$ cat config.mk
export PLATFORM = sky130hd
export DESIGN_NAME = l2_array
export DESIGN_NICKNAME = d
export VERILOG_FILES = /design/src/design/cache_geom_pkg.sv /design/src/design/l2_array.sv
export SDC_FILE = /design/constraint.sdc
export NUM_CORES = 2
export LEC_CHECK = 0
export ABC_AREA = 1
export BUFFER_PORTS_ARGS = -buffer_cell sky130_fd_sc_hd__buf_4
export CAP_MARGIN = 10
export CELL_PAD_IN_SITES_DETAIL_PLACEMENT = 0
export CELL_PAD_IN_SITES_GLOBAL_PLACEMENT = 2
export CORE_ASPECT_RATIO = 0.7
export CORE_MARGIN = 2
export CORE_UTILIZATION = 41
export DETAILED_ROUTE_END_ITERATION = 12
export GPL_TIMING_DRIVEN = 0
export HOLD_SLACK_MARGIN = 0.1
export PLACE_DENSITY_LB_ADDON = 0.1
export REMOVE_ABC_BUFFERS = 1
export SYNTH_ARGS = -nofsm -noshare
export SYNTH_HDL_FRONTEND = slang
export SYNTH_SLANG_ARGS = --single-unit
$ cat constraint.sdc
create_clock -name clk -period 2.5 [get_ports clk]
set_input_delay 0.5 -clock clk [delete_from_list [all_inputs] [get_ports clk]]
set_output_delay 0.5 -clock clk [all_outputs]
set_load 0.03 [all_outputs]
$ cat src/design/cache_geom_pkg.sv
package cache_geom_pkg;

    localparam int ADDR_W = 11;
    localparam int OFF_W  = 2;
    localparam int BLK_W  = ADDR_W - OFF_W;

    typedef logic [ADDR_W-1:0] addr_t;
    typedef logic [BLK_W-1:0]  blk_t;    // memory block number
    typedef logic [7:0]        byte_t;
    typedef logic [31:0]       line_t;   // one block of four bytes
    typedef logic [OFF_W-1:0]  offset_t;

    localparam int L1_LINES = 8;
    typedef logic [2:0] l1_idx_t;
    typedef logic [5:0] l1_tag_t;

    localparam int L2_WAYS_DEF = 4;
    localparam int L2_SETS     = 16;
    typedef logic [3:0] l2_idx_t;
    typedef logic [4:0] l2_tag_t;

    localparam int MEM_BLOCKS = 512;

    function automatic blk_t addr_blk(addr_t a);
        return a[ADDR_W-1:OFF_W];
    endfunction

    function automatic offset_t addr_off(addr_t a);
        return a[OFF_W-1:0];
    endfunction

    // block number split for the two caches
    function automatic l1_idx_t l1_index_of(blk_t b);
        return b[2:0];
    endfunction

    function automatic l1_tag_t l1_tag_of(blk_t b);
        return b[BLK_W-1:3];
    endfunction

    function automatic l2_idx_t l2_set_of(blk_t b);
        return b[3:0];
    endfunction

    function automatic l2_tag_t l2_tag_of(blk_t b);
        return b[BLK_W-1:4];
    endfunction

    function automatic byte_t line_byte(line_t l, offset_t off);
        return l[off*8 +: 8];    // byte 0 sits in the low bits
    endfunction

endpackage

$ cat src/design/l2_array.sv
`timescale 1ns/1ns

module l2_array import cache_geom_pkg::*; #(
    parameter int  NUM_WAYS = L2_WAYS_DEF,
    localparam int WAY_W    = $clog2(NUM_WAYS)
) (
    input  logic             clk,
    input  logic             rst_n,
    input  l2_idx_t          set,
    input  l2_tag_t          tag,
    output logic             hit,
    output logic [WAY_W-1:0] hit_way,
    input  logic [WAY_W-1:0] way,
    output line_t            rline,
    output l2_tag_t          vtag,
    output logic             vvalid,
    input  logic             fill,
    input  line_t            fill_line,
    input  logic             wline,
    input  logic             wbyte,
    input  offset_t          offset,
    input  byte_t            wdata
);
    line_t               data_q  [L2_SETS][NUM_WAYS];
    l2_tag_t             tag_q   [L2_SETS][NUM_WAYS];
    logic [NUM_WAYS-1:0] valid_q [L2_SETS];

    // all ways of the set compared at once
    always_comb
    begin
        hit     = 1'b0;
        hit_way = '0;
        for (int w = 0; w < NUM_WAYS; w++)
        begin
            if (valid_q[set][w] && (tag_q[set][w] == tag))
            begin
                hit     = 1'b1;
                hit_way = WAY_W'(w);
            end
        end
    end

    assign rline  = data_q[set][way];
    assign vtag   = tag_q[set][way];    // tag of the selected way, used for eviction
    assign vvalid = valid_q[set][way];

    always_ff @(posedge clk)
    begin
        if (!rst_n)
        begin
            for (int s = 0; s < L2_SETS; s++)
                valid_q[s] <= '0;
        end
        else if (fill)
            valid_q[set][way] <= 1'b1;
    end

    always_ff @(posedge clk)
    begin
        if (fill)
        begin
            data_q[set][way] <= fill_line;
            tag_q[set][way]  <= tag;
        end
        else if (wline)
            data_q[set][way] <= fill_line;    // l1 victim written back, tag unchanged
        else if (wbyte)
            data_q[set][way][offset*8 +: 8] <= wdata;
    end

endmodule

==> reports/results.ini <==
[clocking]
cts_buffers=240
cts_max_level=4
cts_sinks=2432
clkLatencyLatePin_ps=860
cts_tree=done
max-clock-path-buffers=4
clkSlewWorstSetupHoldPaths_ps=60
cts_root_buffer=clkbuf_16

[global_route]
grt_pass1_vias=57400
gr-usage-met1=0.420
grt_max_degree=71
use_met3=0.0363
grt_pass1_wl_mm=452
grt_overflow=0
use_met2=0.406
grt_antenna_before_repair=9
track_usage=0.271
gr-max-usage-layer=met1

[pwr]
irDropWorstVdd_mv=0.546
powerDensity_mw_per_mm2=768
leakagePower_nw=39.2

[routing]
drc=0
avgRoutedWirePerCell_um=30.9
dr.first_iter.drc_count=7046
via_per_inst=5.76
drtPass1Iterations=6
ant_nets=0
dr_total_vias=61300
drt-total-wl_mm=328

[yosys]
yosysWarnings=0
ys_ff_latch=2432
synth_ff_type=edfxtp_1
synth_top_area_frac=0.747
yosysUniqueCellTypes=31
synth_edf_count=2368
async_reset_ff_frac=0
synthCells=7063
synth_area_leader_cell=edfxtp_1
synth_area_leaders=edfxtp_1 75%, a22oi_1 8.1%, nand2_1 7.5%
avgSynthCellArea_um2=13.5
synth_area_mm2=0.0951
synth-seq-area-share=0.761

[critical_path]
r2r_slack_ps=1870
worstSetupPathType=in2out
endpoint=rline[18]
r2r_cells=2
start_kind=input port
cp.required_ps=2000
cp_max_fo=29
end_kind=output port
r2r-start=valid_q[12][2]
setup.worst_path.start=set[1]
cp.arrival_ps=3260
r2r_end=valid_q[12][2]

[die]
rows=147
die-area_mm2=0.236
die_w_um=580
die_h_um=407
fp.coreArea_mm2=0.230
top_level_ports=99
initial_core_util=0.414

[placement]
gp_congestion=0.778
portBuffers=98
place.detailed.hpwl_mm=183
dp_cells=9969

[cells_and_area]
area_growth_pct=20.8
nets=7460
layout-drive-gt1-share=0.179
fin_cells=10600

[timing]
rsz0062_at_grt=true
fin_ws_ps=-1260
post-route-min-period_ps=3760
max_slew_margin=0.101
drv_slew=0
worstMarginPinSlew_ps=1340
hold-worst-slack_ps=160
fmax_ghz=0.266
fin_skew_ps=0
finalSetupViolCount=1959
period_share=1.50
hold_viol_final=0

[run_status]
violations=setup timing
status=finished with violations

[min_path]
whs_path_depth=3
min_path_type=in2reg

[run]
cap_viol_max_count=0

## layout by cell type, fill, tap and decap left out, types with 15 or more instances in the layout
master	n
nor3_2	23
nor2_4	70
buf_4	241
o21ai_0	44
a21boi_0	28
nand3_1	19
o22ai_1	39
nor3_4	15
dfxtp_1	64
a21boi_1	25
buf_16	75
clkbuf_1	45
a21oi_2	45
nand2_1	1777
o21ai_1	138
edfxtp_1	2368
clkinv_1	58
buf_6	74
bufinv_16	23
buf_12	62
a22oi_2	95
a21oi_1	91
bufbuf_16	43
nor2_2	54
clkbuf_16	254
nand2_2	99
inv_1	94
nand4_1	59
clkinv_2	50
nand2_4	23
nor2_1	429
a22oi_1	931
## final cells by class
cell class / instances / area (um2)
Sequential cell: 2432 / 72400
Fill cell: 19600 / 115000
Clock inverter: 140 / 1230
Timing Repair Buffer: 522 / 7770
Inverter: 108 / 505
Timing Repair inverter: 7 / 68.8
Clock buffer: 292 / 6330
Tap cell: 3054 / 3820
Multi-Input combinational cell: 4086 / 22800
Antenna cell: 5 / 12.5
## what timing repair did
action                                   CTS  global route
cloned                                    80            10
hold buffers                               1             0
buffers inserted                          94            46
endpoints found under the hold margin      1             0
endpoints found under the setup margin  2993          3048
pin swaps                                126           133
gates resized for setup                  434           310
## routing by layer
layer	wire length [um]	part of all wire	vias up
li1	-	-	26900
met1	153000	0.47	31600
met2	144000	0.44	2389
met3	24600	0.075	381
met4	6810	0.021	0
met5	0	0	-
## sequential cells by signal, summed over array words and instances, names as in the netlist
name	flops
tag_q	320
valid_q	64
data_q	2048
## power breakdown
group	switching (mW)	internal, mW
Combinational	4.99	2.34
Clock	15.5	20.2
Sequential	0.0932	45.1
## per-stage QoR
stage                     utilization  instance area, um2  setup WS (ps)  setup TNS (ps)  power (mW)
after detailed placement        0.438              101000          -3510        -8163830        51.8
after global routing            0.499              115000          -1330         -815970        90.6
after floorplan                     -               93200         -12130               -        49.0
after CTS                       0.491              113000          -1320        -1234040        88.4
final                           0.499              115000          -1260         -678990        88.3
after global placement          0.425               97700         -35750               -        52.0
## cell usage after synthesis (39+ instances only)
master,count
dfxtp_1,64
a21boi_0,50
clkbuf_1,186
buf_2,202
o21ai_0,173
a21oi_1,136
a22oi_1,1026
nand4_1,59
nor2_1,543
nand2_1,1902
inv_1,99
nor3_1,50
o22ai_1,39
edfxtp_1,2368
## how the worst min path moves through the flow
stage	startpoint	to
2_1_floorplan	valid_q[0][1]	valid_q[0][1]
3_3_place_gp	valid_q[12][1]	valid_q[12][1]
3_5_place_dp	valid_q[12][1]	valid_q[12][1]
4_1_cts	rst_n	valid_q[8][2]
5_1_grt	rst_n	valid_q[10][2]
6_report	rst_n	valid_q[10][2]
## cells by family after synthesis
kind of cell	Yosys count	synth area share
simple gates	2601	0.106
flops	2432	0.761
compound gates	1476	0.107
buf+inv	549	0.0252
fa+ha+maj	5	0.000658
## worst max-delay path, cell delays in order
cell and delay [ps]:
buf_16 80, nor2_4 50, buf_12 120, buf_16 120
buf_16 120, buf_16 130, buf_16 130, buf_12 140
buf_16 160, buf_12 170, a22oi_1 200, a21oi_1 100
nor3_1 190, nor2_1 110, a21oi_1 550, nand2_2 150
buf_6 180
Note: power is estimated with default switching activity, not from simulation.
