## src/design/cache_geom_pkg.sv

```systemverilog
package cache_geom_pkg;

    localparam int ADDR_W = 11;
    localparam int OFF_W  = 2;
    localparam int BLK_W  = ADDR_W - OFF_W;

    typedef logic [ADDR_W-1:0] addr_t;
    typedef logic [BLK_W-1:0]  blk_t;    // memory block number
    typedef logic [7:0]        byte_t;
    typedef logic [31:0]       line_t;   // one block of four bytes
    typedef logic [OFF_W-1:0]  offset_t;

    localparam int L1_LINES = 8;
    typedef logic [2:0] l1_idx_t;
    typedef logic [5:0] l1_tag_t;

    localparam int L2_WAYS_DEF = 4;
    localparam int L2_SETS     = 16;
    typedef logic [3:0] l2_idx_t;
    typedef logic [4:0] l2_tag_t;

    localparam int MEM_BLOCKS = 512;

    function automatic blk_t addr_blk(addr_t a);
        return a[ADDR_W-1:OFF_W];
    endfunction

    function automatic offset_t addr_off(addr_t a);
        return a[OFF_W-1:0];
    endfunction

    // block number split for the two caches
    function automatic l1_idx_t l1_index_of(blk_t b);
        return b[2:0];
    endfunction

    function automatic l1_tag_t l1_tag_of(blk_t b);
        return b[BLK_W-1:3];
    endfunction

    function automatic l2_idx_t l2_set_of(blk_t b);
        return b[3:0];
    endfunction

    function automatic l2_tag_t l2_tag_of(blk_t b);
        return b[BLK_W-1:4];
    endfunction

    function automatic byte_t line_byte(line_t l, offset_t off);
        return l[off*8 +: 8];    // byte 0 sits in the low bits
    endfunction

endpackage

```

## src/design/cache_op_pkg.sv

```systemverilog
package cache_op_pkg;

    // direction of one APB transfer
    typedef enum logic {
        ACC_READ  = 1'b0,
        ACC_WRITE = 1'b1
    } acc_t;

    // level that answered the access
    typedef enum logic [1:0] {
        SERVE_L1  = 2'd0,
        SERVE_L2  = 2'd1,
        SERVE_MEM = 2'd2
    } serve_t;

endpackage

```

## src/design/cache_ctrl.sv

```systemverilog
`timescale 1ns/1ns

module cache_ctrl import cache_geom_pkg::*, cache_op_pkg::*; #(
    parameter int  NUM_WAYS = L2_WAYS_DEF,
    localparam int WAY_W    = $clog2(NUM_WAYS)
) (
    input  logic             clk,
    input  logic             rst_n,
    input  logic             psel,
    input  logic             penable,
    input  logic             pwrite,
    input  addr_t            paddr,
    input  byte_t            pwdata,
    output byte_t            prdata,
    output logic             pready,
    output logic             hit1,
    output logic             hit2,
    output l1_idx_t          l1_index,
    output l1_tag_t          l1_tag,
    input  logic             l1_hit,
    input  line_t            l1_rline,
    input  l1_tag_t          l1_vtag,
    input  logic             l1_vvalid,
    output logic             l1_fill,
    output line_t            l1_fill_line,
    output logic             l1_wbyte,
    output l2_idx_t          l2_set,
    output l2_tag_t          l2_tag,
    input  logic             l2_hit,
    input  logic [WAY_W-1:0] l2_hit_way,
    output logic [WAY_W-1:0] l2_way,
    input  line_t            l2_rline,
    input  l2_tag_t          l2_vtag,
    input  logic             l2_vvalid,
    output logic             l2_fill,
    output line_t            l2_fill_line,
    output logic             l2_wline,
    output logic             l2_wbyte,
    output logic             lru_touch,
    output logic [WAY_W-1:0] lru_way,
    input  logic [WAY_W-1:0] lru_victim,
    output blk_t             mem_blk,
    input  line_t            mem_rdata,
    output logic             mem_wline,
    output logic             mem_wbyte,
    output line_t            mem_wdata,
    output offset_t          offset,
    output byte_t            wdata
);
    // V2 writes back the l2 victim, V1 the l1 victim
    typedef enum logic [2:0] {S_IDLE, S_LOOK, S_V2, S_MRD, S_FILL2, S_V1, S_FILL1} state_t;

    state_t           state_q, state_d;
    addr_t            addr_q;
    acc_t             kind_q;
    byte_t            wdata_q;
    logic [WAY_W-1:0] way_q;     // l2 way holding the requested block
    serve_t           serve_q, serve_d, rsp_serve;
    blk_t             req_blk, l1v_blk, l2v_blk;
    line_t            rsp_line;
    logic             start, done;

    assign req_blk  = addr_blk(addr_q);
    assign l1_index = l1_index_of(req_blk);
    assign l1_tag   = l1_tag_of(req_blk);
    assign offset   = addr_off(addr_q);
    assign wdata    = wdata_q;
    assign l1v_blk  = {l1_vtag, l1_index};
    assign l2v_blk  = {l2_vtag, l2_set_of(req_blk)};
    assign l1_fill_line = l2_rline;    // l1 is only ever filled from l2

    assign start     = (state_q == S_IDLE) && psel && penable && !pready;
    assign serve_d   = l1_hit ? SERVE_L1 : (l2_hit ? SERVE_L2 : SERVE_MEM);
    assign done      = ((state_q == S_LOOK) && (kind_q == ACC_WRITE || l1_hit))
                       || (state_q == S_FILL1);
    assign rsp_serve = (state_q == S_LOOK) ? serve_d : serve_q;
    assign rsp_line  = (state_q == S_LOOK) ? l1_rline : l2_rline;

    always_comb
    begin
        state_d = state_q;
        case (state_q)
            S_IDLE:  if (start) state_d = S_LOOK;
            S_LOOK:
            begin
                if (kind_q == ACC_WRITE || l1_hit)
                    state_d = S_IDLE;
                else if (l2_hit)
                    state_d = l1_vvalid ? S_V1 : S_FILL1;
                else
                    state_d = S_V2;
            end
            S_V2:    state_d = l2_vvalid ? S_MRD : S_FILL2;    // no writeback, read already issued
            S_MRD:   state_d = S_FILL2;
            S_FILL2: state_d = l1_vvalid ? S_V1 : S_FILL1;
            S_V1:    state_d = S_FILL1;
            default: state_d = S_IDLE;
        endcase
    end

    always_comb
    begin
        l1_fill      = 1'b0;
        l1_wbyte     = 1'b0;
        l2_fill      = 1'b0;
        l2_wline     = 1'b0;
        l2_wbyte     = 1'b0;
        lru_touch    = 1'b0;
        mem_wline    = 1'b0;
        mem_wbyte    = 1'b0;
        l2_set       = l2_set_of(req_blk);
        l2_tag       = l2_tag_of(req_blk);
        l2_way       = way_q;
        lru_way      = way_q;
        l2_fill_line = mem_rdata;
        mem_blk      = req_blk;
        mem_wdata    = l2_rline;
        case (state_q)
            S_LOOK:
            begin
                l2_way = l2_hit_way;
                if (kind_q == ACC_WRITE)
                begin
                    // no allocate, the first level that holds the block takes the byte
                    l1_wbyte  = l1_hit;
                    l2_wbyte  = !l1_hit && l2_hit;
                    mem_wbyte = !l1_hit && !l2_hit;
                end
                else if (!l1_hit)
                begin
                    lru_touch = 1'b1;
                    lru_way   = l2_hit ? l2_hit_way : lru_victim;
                end
            end
            S_V2:
            begin
                mem_blk   = l2_vvalid ? l2v_blk : req_blk;
                mem_wline = l2_vvalid;
            end
            S_FILL2: l2_fill = 1'b1;
            S_V1:
            begin
                // look the l1 victim up through the same l2 compare path
                l2_set       = l2_set_of(l1v_blk);
                l2_tag       = l2_tag_of(l1v_blk);
                l2_way       = l2_hit_way;
                l2_fill_line = l1_rline;
                mem_blk      = l1v_blk;
                mem_wdata    = l1_rline;
                l2_wline     = l2_hit;
                mem_wline    = !l2_hit;
            end
            S_FILL1: l1_fill = 1'b1;
            default: ;
        endcase
    end

    always_ff @(posedge clk)
    begin
        if (!rst_n)
        begin
            state_q <= S_IDLE;
            pready  <= 1'b0;
            hit1    <= 1'b0;
            hit2    <= 1'b0;
        end
        else
        begin
            state_q <= state_d;
            pready  <= done;    // one cycle only, the fsm is back in idle
            if (done)
            begin
                hit1 <= (rsp_serve == SERVE_L1);
                hit2 <= (rsp_serve == SERVE_L2);
            end
        end
    end

    always_ff @(posedge clk)
    begin
        if (start)
        begin
            addr_q  <= paddr;
            kind_q  <= pwrite ? ACC_WRITE : ACC_READ;
            wdata_q <= pwdata;
        end
        if (state_q == S_LOOK)
        begin
            serve_q <= serve_d;
            way_q   <= l2_hit ? l2_hit_way : lru_victim;
        end
        if (done)
            prdata <= (kind_q == ACC_WRITE) ? 8'h00 : line_byte(rsp_line, offset);
    end

endmodule

```

## config.mk

```make
export PLATFORM = sky130hd
export DESIGN_NAME = cache_ctrl
export DESIGN_NICKNAME = d
export VERILOG_FILES = /design/src/design/cache_geom_pkg.sv /design/src/design/cache_op_pkg.sv /design/src/design/cache_ctrl.sv
export SDC_FILE = /design/constraint.sdc
export NUM_CORES = 1
export LEC_CHECK = 0
export ABC_AREA = 0
export BUFFER_PORTS_ARGS = -buffer_cell sky130_fd_sc_hd__buf_2
export CORE_AREA = 2 2 116 118
export DETAILED_ROUTE_END_ITERATION = 16
export DIE_AREA = 0 0 118 120
export PLACE_DENSITY = 0.54
export SLEW_MARGIN = 5
export SYNTH_ARGS = -nofsm -noshare
export SYNTH_HDL_FRONTEND = slang
export SYNTH_SLANG_ARGS = --single-unit
```

## constraint.sdc

```tcl
create_clock -name clk -period 5.6 [get_ports clk]
set_input_delay 1.12 -clock clk [delete_from_list [all_inputs] [get_ports clk]]
set_output_delay 1.12 -clock clk [all_outputs]
set_load 0.005 [all_outputs]
```

==> out/results.txt <==
Via Count: 3524
Final Util: 0.355
area post-placement: 4460 µm²
Synth Area in Simple Gates: 0.281
Chip Height: 120 µm
post_cts resized: 0
antenna diode count: 0
Clock Tree Root: clkbuf_16
max_cap viols: 0
design area: 4610 µm²
std cell rows: 42
Synth Area in Adders: 0
count of pins over their slew limit: 0
vias in the first global route: 3375
Reg-to-Reg End: hit1
mux cell area share after synthesis: 0.184
DR vias/cell: 4.38
final setup fails: 0
fin nets: 766
Endpoint, Worst Hold: serve_q[0]
CTS tree: yes
post-synthesis cell type count: 39
outcome: complete, no violations
Worst Setup Path Type: register to output pin
Worst path max stage delay: 0.69 ns
area delta synth->final: 46.7%
initial core utilization: 0.242
Core Region: 13000 µm²
Die W: 118 µm
initial antenna violation count: 1
Routed WL: 13000 µm
worst vdd ir: 0.000104 V
Rel. slew slack: 0.515
crit-path max FO: 16
Buffers on Ports: 294
Hold WC Path Type: register to register
DP Wirelength: 10900 µm
worst hold start: serve_q[0]
EDFF count, synth: 30
Leak: 0.00266 µW
Final Skew: 0.00548 ns
cell family with most CP delay: simple AND/OR/NAND/NOR gates
worst setup path start: state_q[2]
area share of xor/xnor cells in the synthesized design: 0
average size of a mapped cell: 8.19 µm²
power per cell area: 185 nW/µm²
I/O Pins: 295
async set-reset flop share out of synthesis: 0
CTS Buf Count: 5
hold path depth: 2
antenna-violating nets left: 0
setup tns final: 0 ns
shortest period the worst path allows: 3.84 ns
Compound-Gate Fraction of Synth Area: 0.0605
slowest CP cell: and2_1
pin count of the biggest net entering global routing: 38
Max clock buf depth: 2
layout cells sized above 1: 0.516
Post-CTS Hold Fix Bufs: 0
worst-margin pin slew: 0.727 ns
WL/cell: 16.2 µm
R2R cell count: 4
H-tree Lvls: 2
worst-path cell chain: nor2b_1 > and2_1 > nor2_1 > a221o_1 > buf_2
first-pass GRT wire length: 19200 µm
GRT Total Usage: 0.174
fmax: 0.261 GHz
RSZ-0062 raised after global routing: false
Worst Path Buf+Inv: 1
Clk pin slew, worst setup/hold paths: 0.06 ns
total gr overflow: 0
clock sink count: 38
Final Cycle Share: 0.685
synthesized area: 3140 µm²
Setup crit start kind: register
register area share after synthesis: 0.337
setup slack, reg-to-reg: 3.17 ns
Post-CTS Setup Bufs: 0
Worst R2R Start: state_q[0]
Placer Congestion: 0.881
Iteration-0 DRC Markers: 159
Post-Syn Nets: 523
Final Hold Vio Count: 0
flops & latches, synth: 38
DRT Pass-1 Iters: 4
Mapped Cells: 384
DR DRC count: 0
Syn. warnings: 0
Die Area: 14200 µm²
Arr. time, crit path: 2.72 ns
worst skew pair latency: 0.28 ns
largest family of logic cells by synthesized area: simple AND/OR/NAND/NOR gates
top_reg_cell synth: edfxtp_1
crit end category: output pin
critical path data required time: 4.48 ns
kinds of logic after synthesis:
kind of cell / after synthesis
AO/OA/AOI/OAI: 23
buffers and inverters: 64
flip-flops: 38
multiplexers: 46
AND/OR/NAND/NOR: 213
layout by cell type, fill, tap and decap left out, types with 6 or more instances in the layout:
master	n
and3_1	7
dfxtp_1	8
buf_2	294
mux2i_1	32
nand2_1	172
edfxtp_1	30
nor2_1	13
mux2_2	6
stage by stage:
step	hold slack [ns]	setup WS (ns)	cells	power (µW)
after detailed placement	0.464	2.02	796	573
after global placement	0.440	2.13	796	569
after floorplan	0.430	1.99	384	458
final	0.482	1.76	804	852
after CTS	0.476	1.72	804	864
after global routing	0.508	1.47	804	900
power by group:
part	internal [µW]	switching (µW)
logic	116	111
clock network	176	110
registers	325	12.9
total	617	235
how the worst max path moves through the flow:
stage	cells past startpoint	slack, ns	end
floorplan	2	1.99	addr_q[0]
global placement	6	2.13	mem_blk[6]
detailed placement	6	2.02	mem_wdata[7]
CTS	5	1.72	mem_blk[6]
global route	6	1.47	mem_wdata[7]
finish	5	1.76	mem_blk[6]
state kept, by name (all words and copies together), names as in the netlist:
register / flops
hit2: 1
way_q: 2
kind_q: 1
state_q: 3
pready: 1
prdata: 8
serve_q: 2
hit1: 1
addr_q: 11
wdata: 8
cell usage after synthesis (2+ instances only):
cell type,number,area [µm²]
a21o_1,5,37.5
a21oi_1,2,10.0
a221o_1,5,50.1
a221oi_1,2,17.5
and2_1,2,12.5
and3_1,7,43.8
buf_2,6,30.0
buf_4,38,285
buf_6,2,22.5
clkbuf_1,15,56.3
dfxtp_1,8,160
edfxtp_1,30,901
mux2_2,6,67.6
mux2i_1,32,320
mux4_1,3,78.8
mux4_2,5,113
nand2_1,173,649
nand2b_1,3,18.8
nand3_1,2,10.0
nand3b_1,2,15.0
nor2_1,13,48.8
nor2b_1,4,25.0
nor3_1,2,10.0
o21bai_1,2,15.0
cell type report:
cell class / instances / area, µm²
multi-input combinational: 282 / 1660
inverter: 2 / 15.0
fill: 1414 / 8370
tap: 176 / 220
clock buffer: 6 / 139
timing repair buffer: 298 / 1500
sequential: 38 / 1060
clock inverter: 2 / 12.5
per-layer routing:
metal / track usage / vias to the layer above / wire length (µm) / part of all wire
li1: - / 1745 / - / -
met1: 0.243 / 1647 / 5820 / 0.45
met2: 0.293 / 128 / 6430 / 0.49
met3: 0.0252 / 4 / 706 / 0.054
met4: 0.0256 / 0 / 53 / 0.0041
met5: 0 / - / 0 / 0
worst register-to-register path: cells and delay by family, from the launching register on:
family	cells	cell delay (ns)
AOI/OAI and AO/OA	3	1.01
DFF	1	0.72
and+or+nand+nor	1	0.60
Note: power is estimated with default switching activity, not from simulation.
