File: src/design/cache_geom_pkg.sv
package cache_geom_pkg;

    localparam int ADDR_W = 11;
    localparam int OFF_W  = 2;
    localparam int BLK_W  = ADDR_W - OFF_W;

    typedef logic [ADDR_W-1:0] addr_t;
    typedef logic [BLK_W-1:0]  blk_t;    // memory block number
    typedef logic [7:0]        byte_t;
    typedef logic [31:0]       line_t;   // one block of four bytes
    typedef logic [OFF_W-1:0]  offset_t;

    localparam int L1_LINES = 8;
    typedef logic [2:0] l1_idx_t;
    typedef logic [5:0] l1_tag_t;

    localparam int L2_WAYS_DEF = 4;
    localparam int L2_SETS     = 16;
    typedef logic [3:0] l2_idx_t;
    typedef logic [4:0] l2_tag_t;

    localparam int MEM_BLOCKS = 512;

    function automatic blk_t addr_blk(addr_t a);
        return a[ADDR_W-1:OFF_W];
    endfunction

    function automatic offset_t addr_off(addr_t a);
        return a[OFF_W-1:0];
    endfunction

    // block number split for the two caches
    function automatic l1_idx_t l1_index_of(blk_t b);
        return b[2:0];
    endfunction

    function automatic l1_tag_t l1_tag_of(blk_t b);
        return b[BLK_W-1:3];
    endfunction

    function automatic l2_idx_t l2_set_of(blk_t b);
        return b[3:0];
    endfunction

    function automatic l2_tag_t l2_tag_of(blk_t b);
        return b[BLK_W-1:4];
    endfunction

    function automatic byte_t line_byte(line_t l, offset_t off);
        return l[off*8 +: 8];    // byte 0 sits in the low bits
    endfunction

endpackage

File: src/design/l1_array.sv
`timescale 1ns/1ns

module l1_array import cache_geom_pkg::*; (
    input  logic    clk,
    input  logic    rst_n,
    input  l1_idx_t index,
    input  l1_tag_t tag,
    output logic    hit,
    output line_t   rline,
    output l1_tag_t victim_tag,
    output logic    victim_valid,
    input  logic    fill,
    input  line_t   fill_line,
    input  logic    wbyte,
    input  offset_t offset,
    input  byte_t   wdata
);
    line_t               data_q [L1_LINES];
    l1_tag_t             tag_q  [L1_LINES];
    logic [L1_LINES-1:0] valid_q;

    // current line as seen by lookup and eviction
    assign rline        = data_q[index];
    assign victim_tag   = tag_q[index];
    assign victim_valid = valid_q[index];
    assign hit          = valid_q[index] && (tag_q[index] == tag);

    always_ff @(posedge clk)
    begin
        if (!rst_n)
            valid_q <= '0;
        else if (fill)
            valid_q[index] <= 1'b1;
    end

    always_ff @(posedge clk)
    begin
        if (fill)
        begin
            data_q[index] <= fill_line;
            tag_q[index]  <= tag;
        end
        else if (wbyte)
            data_q[index][offset*8 +: 8] <= wdata;
    end

endmodule

File: config.mk
export PLATFORM = sky130hd
export DESIGN_NAME = l1_array
export DESIGN_NICKNAME = d
export VERILOG_FILES = /design/src/design/cache_geom_pkg.sv /design/src/design/l1_array.sv
export SDC_FILE = /design/constraint.sdc
export NUM_CORES = 1
export LEC_CHECK = 0
export BUFFER_PORTS_ARGS = -buffer_cell sky130_fd_sc_hd__buf_2
export CAP_MARGIN = 20
export CORE_ASPECT_RATIO = 1.2
export CORE_MARGIN = 1
export CORE_UTILIZATION = 45
export CTS_CLUSTER_SIZE = 8
export DETAILED_ROUTE_END_ITERATION = 8
export SLEW_MARGIN = 20
export SYNTH_ARGS = -nofsm -noshare
export SYNTH_HDL_FRONTEND = slang
export SYNTH_SLANG_ARGS = --single-unit
export TNS_END_PERCENT = 10
File: constraint.sdc
create_clock -name clk -period 2.9 [get_ports clk]
set_input_delay 0.58 -clock clk [delete_from_list [all_inputs] [get_ports clk]]
set_output_delay 0.58 -clock clk [all_outputs]
set_load 0.005 [all_outputs]
==> results.json, run 1 <==
{
  "vias": 7141,
  "ys_seq_area_frac": 0.7708,
  "syn_to_final_growth_pct": 20.76,
  "synth_most_common_cell": "edfxtp_1",
  "cts-root-buf": "clkbuf_16",
  "path_max_fanout": 10,
  "period_minus_slack_ps": 2825,
  "dieHeight_um": 181.3,
  "cp_slowest_cell": "a22o_1",
  "antenna_found_initial": 1,
  "cts_buffers": 44,
  "drv_cap": 0,
  "clkTransAtPathRegs_ps": 50,
  "met3_usage": 0.03460,
  "hp-class": "in -> reg",
  "grt_usage": 0.2256,
  "critPathRequiredTime_ps": 2320,
  "dpl_worst_slack_ps": 18.38,
  "ys_warn_count": 0,
  "stdcell_area_um2": 14550,
  "relSlewSlack": 0.2822,
  "fp.coreArea_um2": 26270,
  "finalHoldViolations": 0,
  "synth-seq-cells": 312,
  "grt_use_met2": 0.3691,
  "cts_setup_buffers": 0,
  "synth_top_cells_by_count": "edfxtp_1 (304), a22oi_1 (87), a22o_1 (47)",
  "yosys-top-cells-area": "edfxtp_1 (76%), a22oi_1 (5.4%), a22o_1 (3.4%), mux4_2 (2.6%), dfxtp_1 (1.3%)",
  "die_w_um": 151.4,
  "multiInputGateArea_um2": 2592,
  "initial_core_util": 0.4588,
  "drtIter0Drc": 505,
  "met1_usage": 0.3037,
  "synth_edf_count": 304,
  "holdBufCountCts": 0,
  "globalplace.congestion": 0.7778,
  "ir_drop_mv": 0.4602,
  "diodes": 0,
  "start_kind": "primary input",
  "period_share": 0.9740,
  "grt-ovfl-total": 0,
  "postSynthCellCount": 679,
  "hpwl_um": 19420,
  "critPathMaxStageDelay_ps": 240,
  "syn_area_um2": 12050,
  "cts_tree": "built",
  "tightestPinTransition_ps": 1073,
  "placedInstanceArea_um2": 13360,
  "cpMostUsedCell": "buf_4",
  "vias_per_cell": 5.991,
  "dieArea_um2": 27440,
  "ios": 95,
  "final_nets": 903,
  "p_per_area_nw_per_um2": 709.1,
  "top_usage_layer": "met2",
  "synth_fp_nets": 739,
  "cp_cell_sequence": "clkbuf_4, buf_4, nor2b_1, nor2b_2, buf_4, a22o_1, a221oi_1, nand3_1, buf_2",
  "synth_top_area_share": 0.7575,
  "slew_violations": 0,
  "avgRoutedWirePerCell_um": 25.41,
  "syn_avg_cell_area_um2": 17.75,
  "power_leakage_nw": 5.002,
  "rsz0062_at_grt": "false",
  "yosysTopAreaCell": "edfxtp_1",
  "synth_ff_type": "edfxtp_1",
  "fin_setup_tns_ps": 0,
  "setup_slack_ps": 75.41,
  "fill_cells": 2056,
  "fmaxAchievable_mhz": 354.0,
  "crit_type": "in -> out",
  "setup_viol": 0,
  "drc": 0,
  "grt_pass1_wl_um": 44450,
  "cp_data_arrival_time_ps": 2240,
  "final-seq-area_um2": 9289,
  "outcome": "finished, final reports clean",
  "ant_nets": 0,
  "clkSinkCount": 312,
  "portBuffers": 94,
  "synth_cell_types": 45,
  "drive_gt1_frac": 0.2707,
  "finish.utilization": 0.5540,
  "ctsResizeCount": 0,
  "cts_max_path_buffers": 3,
  "htreeDepth": 2,
  "fin_skew_ps": 0,
  "synthArstFlopShare": 0,
  "critPathCaptureType": "output port",
  "clock_latency_ps": 510,
  "grt_pass1_vias": 7335,
  "wirelength_um": 30290,
  "firstDrtPassIters": 5,
  "grt_start_max_net_pins": 23,
  "std_cell_rows": 65
}
## layout by cell type, fill, tap and decap left out, types with 3 or more instances in the layout
master	count
buf_4	51
nor2_1	35
edfxtp_1	304
nand2_1	21
a22oi_1	87
clkbuf_16	44
dfxtp_1	8
ha_1	5
buf_2	93
nand3_1	21
o21a_1	8
mux4_2	14
a21oi_1	4
inv_1	5
clkbuf_1	14
a22o_1	47
mux2i_1	9
buf_12	10
nand4_1	12
and2_1	8
a221oi_1	16
and3_1	3
## flip-flops by register name, indices dropped and copies added, names as in the netlist
signal,count
tag_q,48
data_q,256
valid_q,8
## layout make-up
class / instances / share of cell area
tap: 335 / 0.02880
inverter: 5 / 0.001290
sequential: 312 / 0.6382
multi-input combinational: 325 / 0.1781
timing repair buffer: 155 / 0.07256
clock buffer: 58 / 0.07926
clock inverter: 2 / 0.001719
## power breakdown
group | internal (W) | total [W] | leakage [nW] | switching, W
clock network | 0.00273 | 0.00444 | 0.570 | 0.00171
logic | 0.000275 | 0.000696 | 1.63 | 0.000421
registers | 0.00515 | 0.00519 | 2.80 | 0.0000410
total | 0.00815 | 0.0103 | 5.00 | 0.00217
## stage by stage
stage | instances | hold WS [ps] | power (W)
after CTS | 1192 | 365.7 | 0.01037
final | 1192 | 373.0 | 0.01032
after global routing | 1192 | 368.2 | 0.01060
after global placement | 1132 | 440.3 | 0.005944
after detailed placement | 1132 | 450.2 | 0.005966
after floorplan | 679 | 432.5 | 0.005612
## final timing paths
path	start	to	slack [ps]	cells after the start
worst min register to register	valid_q[6]	valid_q[6]	460	1
worst min-delay path	tag[2]	tag_q[2][2]	370	1
worst max-delay path	index[0]	rline[5]	80	9
worst max register to register	valid_q[3]	valid_q[3]	2310	1
## logic make-up after synthesis
logic type      share of synthesized area
buf+inv                           0.01744
flops                              0.7708
simple gates                      0.05347
xor+xnor                         0.004984
fa+ha+maj                        0.005191
mux                               0.03769
compound gates                     0.1105
## worst max-delay path, delay by kind of cell
kind	cells	cell delay [ps]
and+or+nand+nor	3	470
buffers and inverters	4	710
AOI/OAI and AO/OA	2	470
## metal layers
metal  up-vias  wire (um)
met4         0        806
met2       356      14990
li1       3133          -
met1      3599      12250
met5         -          0
met3        53       2250
(Power assumes the default switching activity.)
==> run 2: changes to the inputs <==
--- a/config.mk
+++ b/config.mk
@@ -12,6 +12,7 @@
 export CORE_UTILIZATION = 45
 export CTS_CLUSTER_SIZE = 8
 export DETAILED_ROUTE_END_ITERATION = 8
+export PLACE_DENSITY = 0.74
 export SLEW_MARGIN = 20
 export SYNTH_ARGS = -nofsm -noshare
 export SYNTH_HDL_FRONTEND = slang
==> run 2 against run 1 <==
  * Sequential cell count is the same
  * Critical path depth is the same
  * Critical endpoint is now hit
  * Largest cell class unchanged
  * Hold slack worse by 21 ps
  * Cell area increased by 0.33%
  * Critical path type unchanged
  * Sequential power about the same
==> results.json, run 2 (same netlist as run 1, synthesis figures left out) <==
{
  "slew_violations": 0,
  "cts_max_path_buffers": 3,
  "dpl_worst_slack_ps": -90.18,
  "vias_per_cell": 6.055,
  "initial_core_util": 0.4588,
  "grt_pass1_wl_um": 43360,
  "critPathCaptureType": "output port",
  "syn_to_final_growth_pct": 21.16,
  "setup_viol": 0,
  "fin_setup_tns_ps": 0,
  "cts_tree": "built",
  "tightestPinTransition_ps": 977.6,
  "grt-ovfl-total": 0,
  "cp_data_arrival_time_ps": 2230,
  "largest_reg_flops": 256,
  "vias": 7206,
  "hp-class": "in -> reg",
  "htreeDepth": 2,
  "antenna_found_initial": 0,
  "cts_buffers": 44,
  "ant_nets": 0,
  "grt_start_max_net_pins": 34,
  "fp.coreArea_um2": 26270,
  "die_w_um": 151.4,
  "grt_usage": 0.2185,
  "period_share": 0.9695,
  "power_leakage_nw": 5.032,
  "cts_setup_buffers": 0,
  "p_per_area_nw_per_um2": 711.9,
  "top_regs": "data_q (256), tag_q (48), valid_q (8)",
  "relSlewSlack": 0.3458,
  "clkTransAtPathRegs_ps": 50,
  "period_minus_slack_ps": 2812,
  "finalHoldViolations": 0,
  "start_kind": "primary input",
  "dieArea_um2": 27440,
  "largest-register": "data_q",
  "ios": 95,
  "path_max_fanout": 18,
  "diodes": 0,
  "fmaxAchievable_mhz": 355.7,
  "drc": 0,
  "hpwl_um": 17970,
  "avgRoutedWirePerCell_um": 24.35,
  "cts-root-buf": "clkbuf_16",
  "rsz0062_at_grt": "true",
  "outcome": "finished, final reports clean",
  "mostFrequentLayoutCells": "edfxtp_1 (304), buf_2 (93), a22oi_1 (87), buf_4 (53), a22o_1 (47)",
  "firstDrtPassIters": 5,
  "setup_slack_ps": 88.42,
  "final_common_cell": "edfxtp_1",
  "wirelength_um": 28970,
  "critPathRequiredTime_ps": 2320,
  "clock_latency_ps": 520,
  "drive_gt1_frac": 0.2760,
  "portBuffers": 94,
  "fin_skew_ps": 0,
  "drtIter0Drc": 578,
  "clkSinkCount": 312,
  "crit_type": "in -> out",
  "grt_pass1_vias": 7159,
  "std_cell_rows": 65,
  "globalplace.congestion": 0.8152,
  "dieHeight_um": 181.3,
  "final_nets": 905,
  "drv_cap": 0,
  "ir_drop_mv": 0.4447,
  "finish.utilization": 0.5558
}
run 2: power breakdown:
part	internal [W]	switching, W	total [W]
logic	0.000279	0.000418	0.000697
registers	0.00515	0.0000405	0.00519
clock network	0.00281	0.00170	0.00451
run 2: metrics by stage:
step / cells / hold slack [ps] / power, W / cell area (um2)
CTS: 1190 / 341.4 / 0.01043 / 14580
global route: 1190 / 362.0 / 0.01069 / 14600
global placement: 1134 / 440.6 / 0.005940 / 13370
detailed placement: 1134 / 445.9 / 0.005963 / 13370
finish: 1190 / 352.3 / 0.01040 / 14600
floorplan: 679 / 432.5 / 0.005612 / 12050
run 2: final timing paths:
path	startpoint	end	slack, ps	depth (start not counted)
worst max-delay path	index[1]	hit	90	9
worst min register to register	valid_q[7]	valid_q[7]	450	1
worst max register to register	valid_q[6]	valid_q[6]	2300	1
worst min-delay path	rst_n	valid_q[2]	350	2
run 2: repair_timing:
action                                  4_1_cts  5_1_grt
hold endpoints to repair                      0        0
gates resized for setup                       2        5
hold buffers                                  0        0
cloned                                        0        0
endpoints found under the setup margin       18        8
pin swaps                                     1        1
run 2: worst max-delay path, stage by stage:
cell and delay, ps:
buf_6 160, buf_4 160, buf_4 150, and3_1 180
a211o_1 260, a221o_1 370, nand4_1 80, and4b_1 180
buf_2 120
run 2: final cells by class:
cell class | count | area (um2)
well taps | 335 | 419.2
multi-input cells | 325 | 2599
fillers | 1970 | 11670
repair buffers | 157 | 1075
inverters | 5 | 18.77
flip-flops and latches | 312 | 9289
clock buffers | 55 | 1185
clock inverters | 1 | 16.27
run 2: layer usage:
layer / up-vias / track usage / share of wire
met2: 363 / 0.3496 / 0.49
met5: - / 0 / 0
met4: 0 / 0.06640 / 0.020
met1: 3674 / 0.2950 / 0.40
met3: 48 / 0.05152 / 0.091
li1: 3121 / - / -
==> run 3: changes to the inputs <==
--- a/config.mk
+++ b/config.mk
@@ -12,6 +12,7 @@
 export CORE_UTILIZATION = 45
 export CTS_CLUSTER_SIZE = 8
 export DETAILED_ROUTE_END_ITERATION = 8
+export MAX_ROUTING_LAYER = met4
 export PLACE_DENSITY = 0.74
 export SLEW_MARGIN = 20
 export SYNTH_ARGS = -nofsm -noshare
==> run 3 against run 2 <==
  * First-iteration DRC count is 1.7% lower
  * Cell count stayed put
  * Wire length hardly changed
  * Global-route usage is 0.69 points higher
  * Largest cell class unchanged
  * Core utilization stayed put
  * Sequential share of layout area stayed put
  * Worst setup slack worse by 1.8 ps
  * Count of clock-buffer cells in the layout stayed put
==> results.json, run 3 (same netlist as run 1, synthesis figures left out) <==
{
  "diodes": 0,
  "ant_nets": 0,
  "final_nets": 905,
  "holdBufCountCts": 0,
  "drv_cap": 0,
  "period_minus_slack_ps": 2813,
  "std_cell_rows": 65,
  "outcome": "finished, final reports clean",
  "r2r_cells": 1,
  "clkTransAtPathRegs_ps": 50,
  "wl_met1_um": 11330,
  "p_per_area_nw_per_um2": 711.4,
  "hpwl_um": 17970,
  "critPathRequiredTime_ps": 2320,
  "fin_setup_tns_ps": 0,
  "grt-ovfl-total": 0,
  "start_kind": "primary input",
  "vias": 7204,
  "top_layer": "met4",
  "dieArea_um2": 27440,
  "ir_drop_mv": 0.4433,
  "globalplace.congestion": 0.8272,
  "final-seq-area_um2": 9289,
  "grt_pass1_wl_um": 43420,
  "cp_data_arrival_time_ps": 2230,
  "rsz0062_at_grt": "true",
  "drive_gt1_frac": 0.2760,
  "htreeDepth": 2,
  "final_common_cell": "edfxtp_1",
  "clkSinkCount": 312,
  "r2r-start": "valid_q[6]",
  "firstDrtPassIters": 4,
  "period_share": 0.9701,
  "intPower_w": 0.008234,
  "largest-register": "data_q",
  "fmaxAchievable_mhz": 355.4,
  "relSlewSlack": 0.3517,
  "sw_frac_of_total": 0.2073,
  "vias_per_cell": 6.054,
  "largest_reg_flops": 256,
  "setup_viol": 0,
  "drtIter0Drc": 568,
  "wl_met3_um": 2768,
  "finish.utilization": 0.5558,
  "crit_type": "in -> out",
  "portBuffers": 94,
  "cts-root-buf": "clkbuf_16",
  "initial_core_util": 0.4588,
  "critPathCaptureType": "output port",
  "dieHeight_um": 181.3,
  "syn_to_final_growth_pct": 21.16,
  "antenna_found_initial": 0,
  "finalHoldViolations": 0,
  "cts_max_path_buffers": 3,
  "switching_power_w": 0.002154,
  "tightestPinTransition_ps": 968.8,
  "hp-class": "in -> reg",
  "cts_buffers": 44,
  "fill_cells": 1970,
  "pwr-share-seq": 0.500,
  "grt_start_max_net_pins": 34,
  "slew_violations": 0,
  "grt_usage": 0.2254,
  "ios": 95,
  "design_power_total_w": 0.01039,
  "fp.coreArea_um2": 26270,
  "multiInputGateArea_um2": 2599,
  "pwr-share-comb": 0.067,
  "whs_path_depth": 2,
  "power_leakage_nw": 5.032,
  "min_from": "rst_n",
  "grt_pass1_vias": 7130,
  "clkPwrFrac": 0.433,
  "met2_length_um": 14260,
  "crit_path_start": "index[0]",
  "mostFrequentLayoutCells": "edfxtp_1 (304), buf_2 (93), a22oi_1 (87), buf_4 (53), a22o_1 (47)",
  "die_w_um": 151.4,
  "clock_latency_ps": 520,
  "wirelength_um": 28960,
  "drc": 0,
  "avgRoutedWirePerCell_um": 24.34,
  "whs_ps": 355.6,
  "fin_skew_ps": 0,
  "top_regs": "data_q (256), tag_q (48), valid_q (8)",
  "path_max_fanout": 22,
  "cts_tree": "built"
}
==> run 3: cell counts in the layout (fill, tap and decap cells not counted) <==
Identical to the previous run, type by type.
==> run 3: cell type report <==
| cell class | count | share of cell area |
|---|---|---|
| sequential | 312 | 0.6362 |
| multi-input combinational | 325 | 0.1780 |
| clock buffer | 55 | 0.08115 |
| timing repair buffer | 157 | 0.07361 |
| tap | 335 | 0.02871 |
| inverter | 5 | 0.001285 |
| clock inverter | 1 | 0.001114 |
==> run 3: stage by stage <==
stage	std cells	worst slack, ps	instance area, um2
finish	1190	86.66	14600
global route	1190	-15.17	14600
CTS	1190	18.45	14580
detailed placement	1134	-90.18	13370
global placement	1134	-56.22	13370
floorplan	679	393.4	12050
==> run 3: power groups by stage <==
stage	Sequential [W]	Combinational [W]	Clock (W)
detailed placement	0.00527	0.000692	0
floorplan	0.00526	0.000355	0
CTS	0.00519	0.000697	0.00454
finish	0.00519	0.000696	0.00450
global route	0.00520	0.000755	0.00474
global placement	0.00526	0.000677	0
==> run 3: worst paths after layout <==
kind                                    to  slack (ps)
worst min register to register  valid_q[7]         460
worst min-delay path            valid_q[2]         360
worst max-delay path             rline[12]          90
worst max register to register  valid_q[6]        2300
==> run 3: per-layer routing <==
metal,GRT usage,vias to the layer above
li1,-,3122
met1,0.2954,3654
met2,0.3498,378
met3,0.05202,50
met4,0.06640,0
met5,-,-
==> run 3: repair_timing <==
| action | 4_1_cts | 5_1_grt |
|---|---|---|
| endpoints found under the hold margin | 0 | 0 |
| setup endpoints to repair | 18 | 8 |
| pin swaps | 1 | 1 |
| setup buffers | 0 | 0 |
| gates resized for setup | 2 | 5 |
==> run 3: critical path, cell delays in order <==
cell	delay, ps
buf_2	150
buf_12	190
and3b_1	270
buf_4	200
a22o_1	240
a221oi_2	200
nand3_1	200
buf_2	180
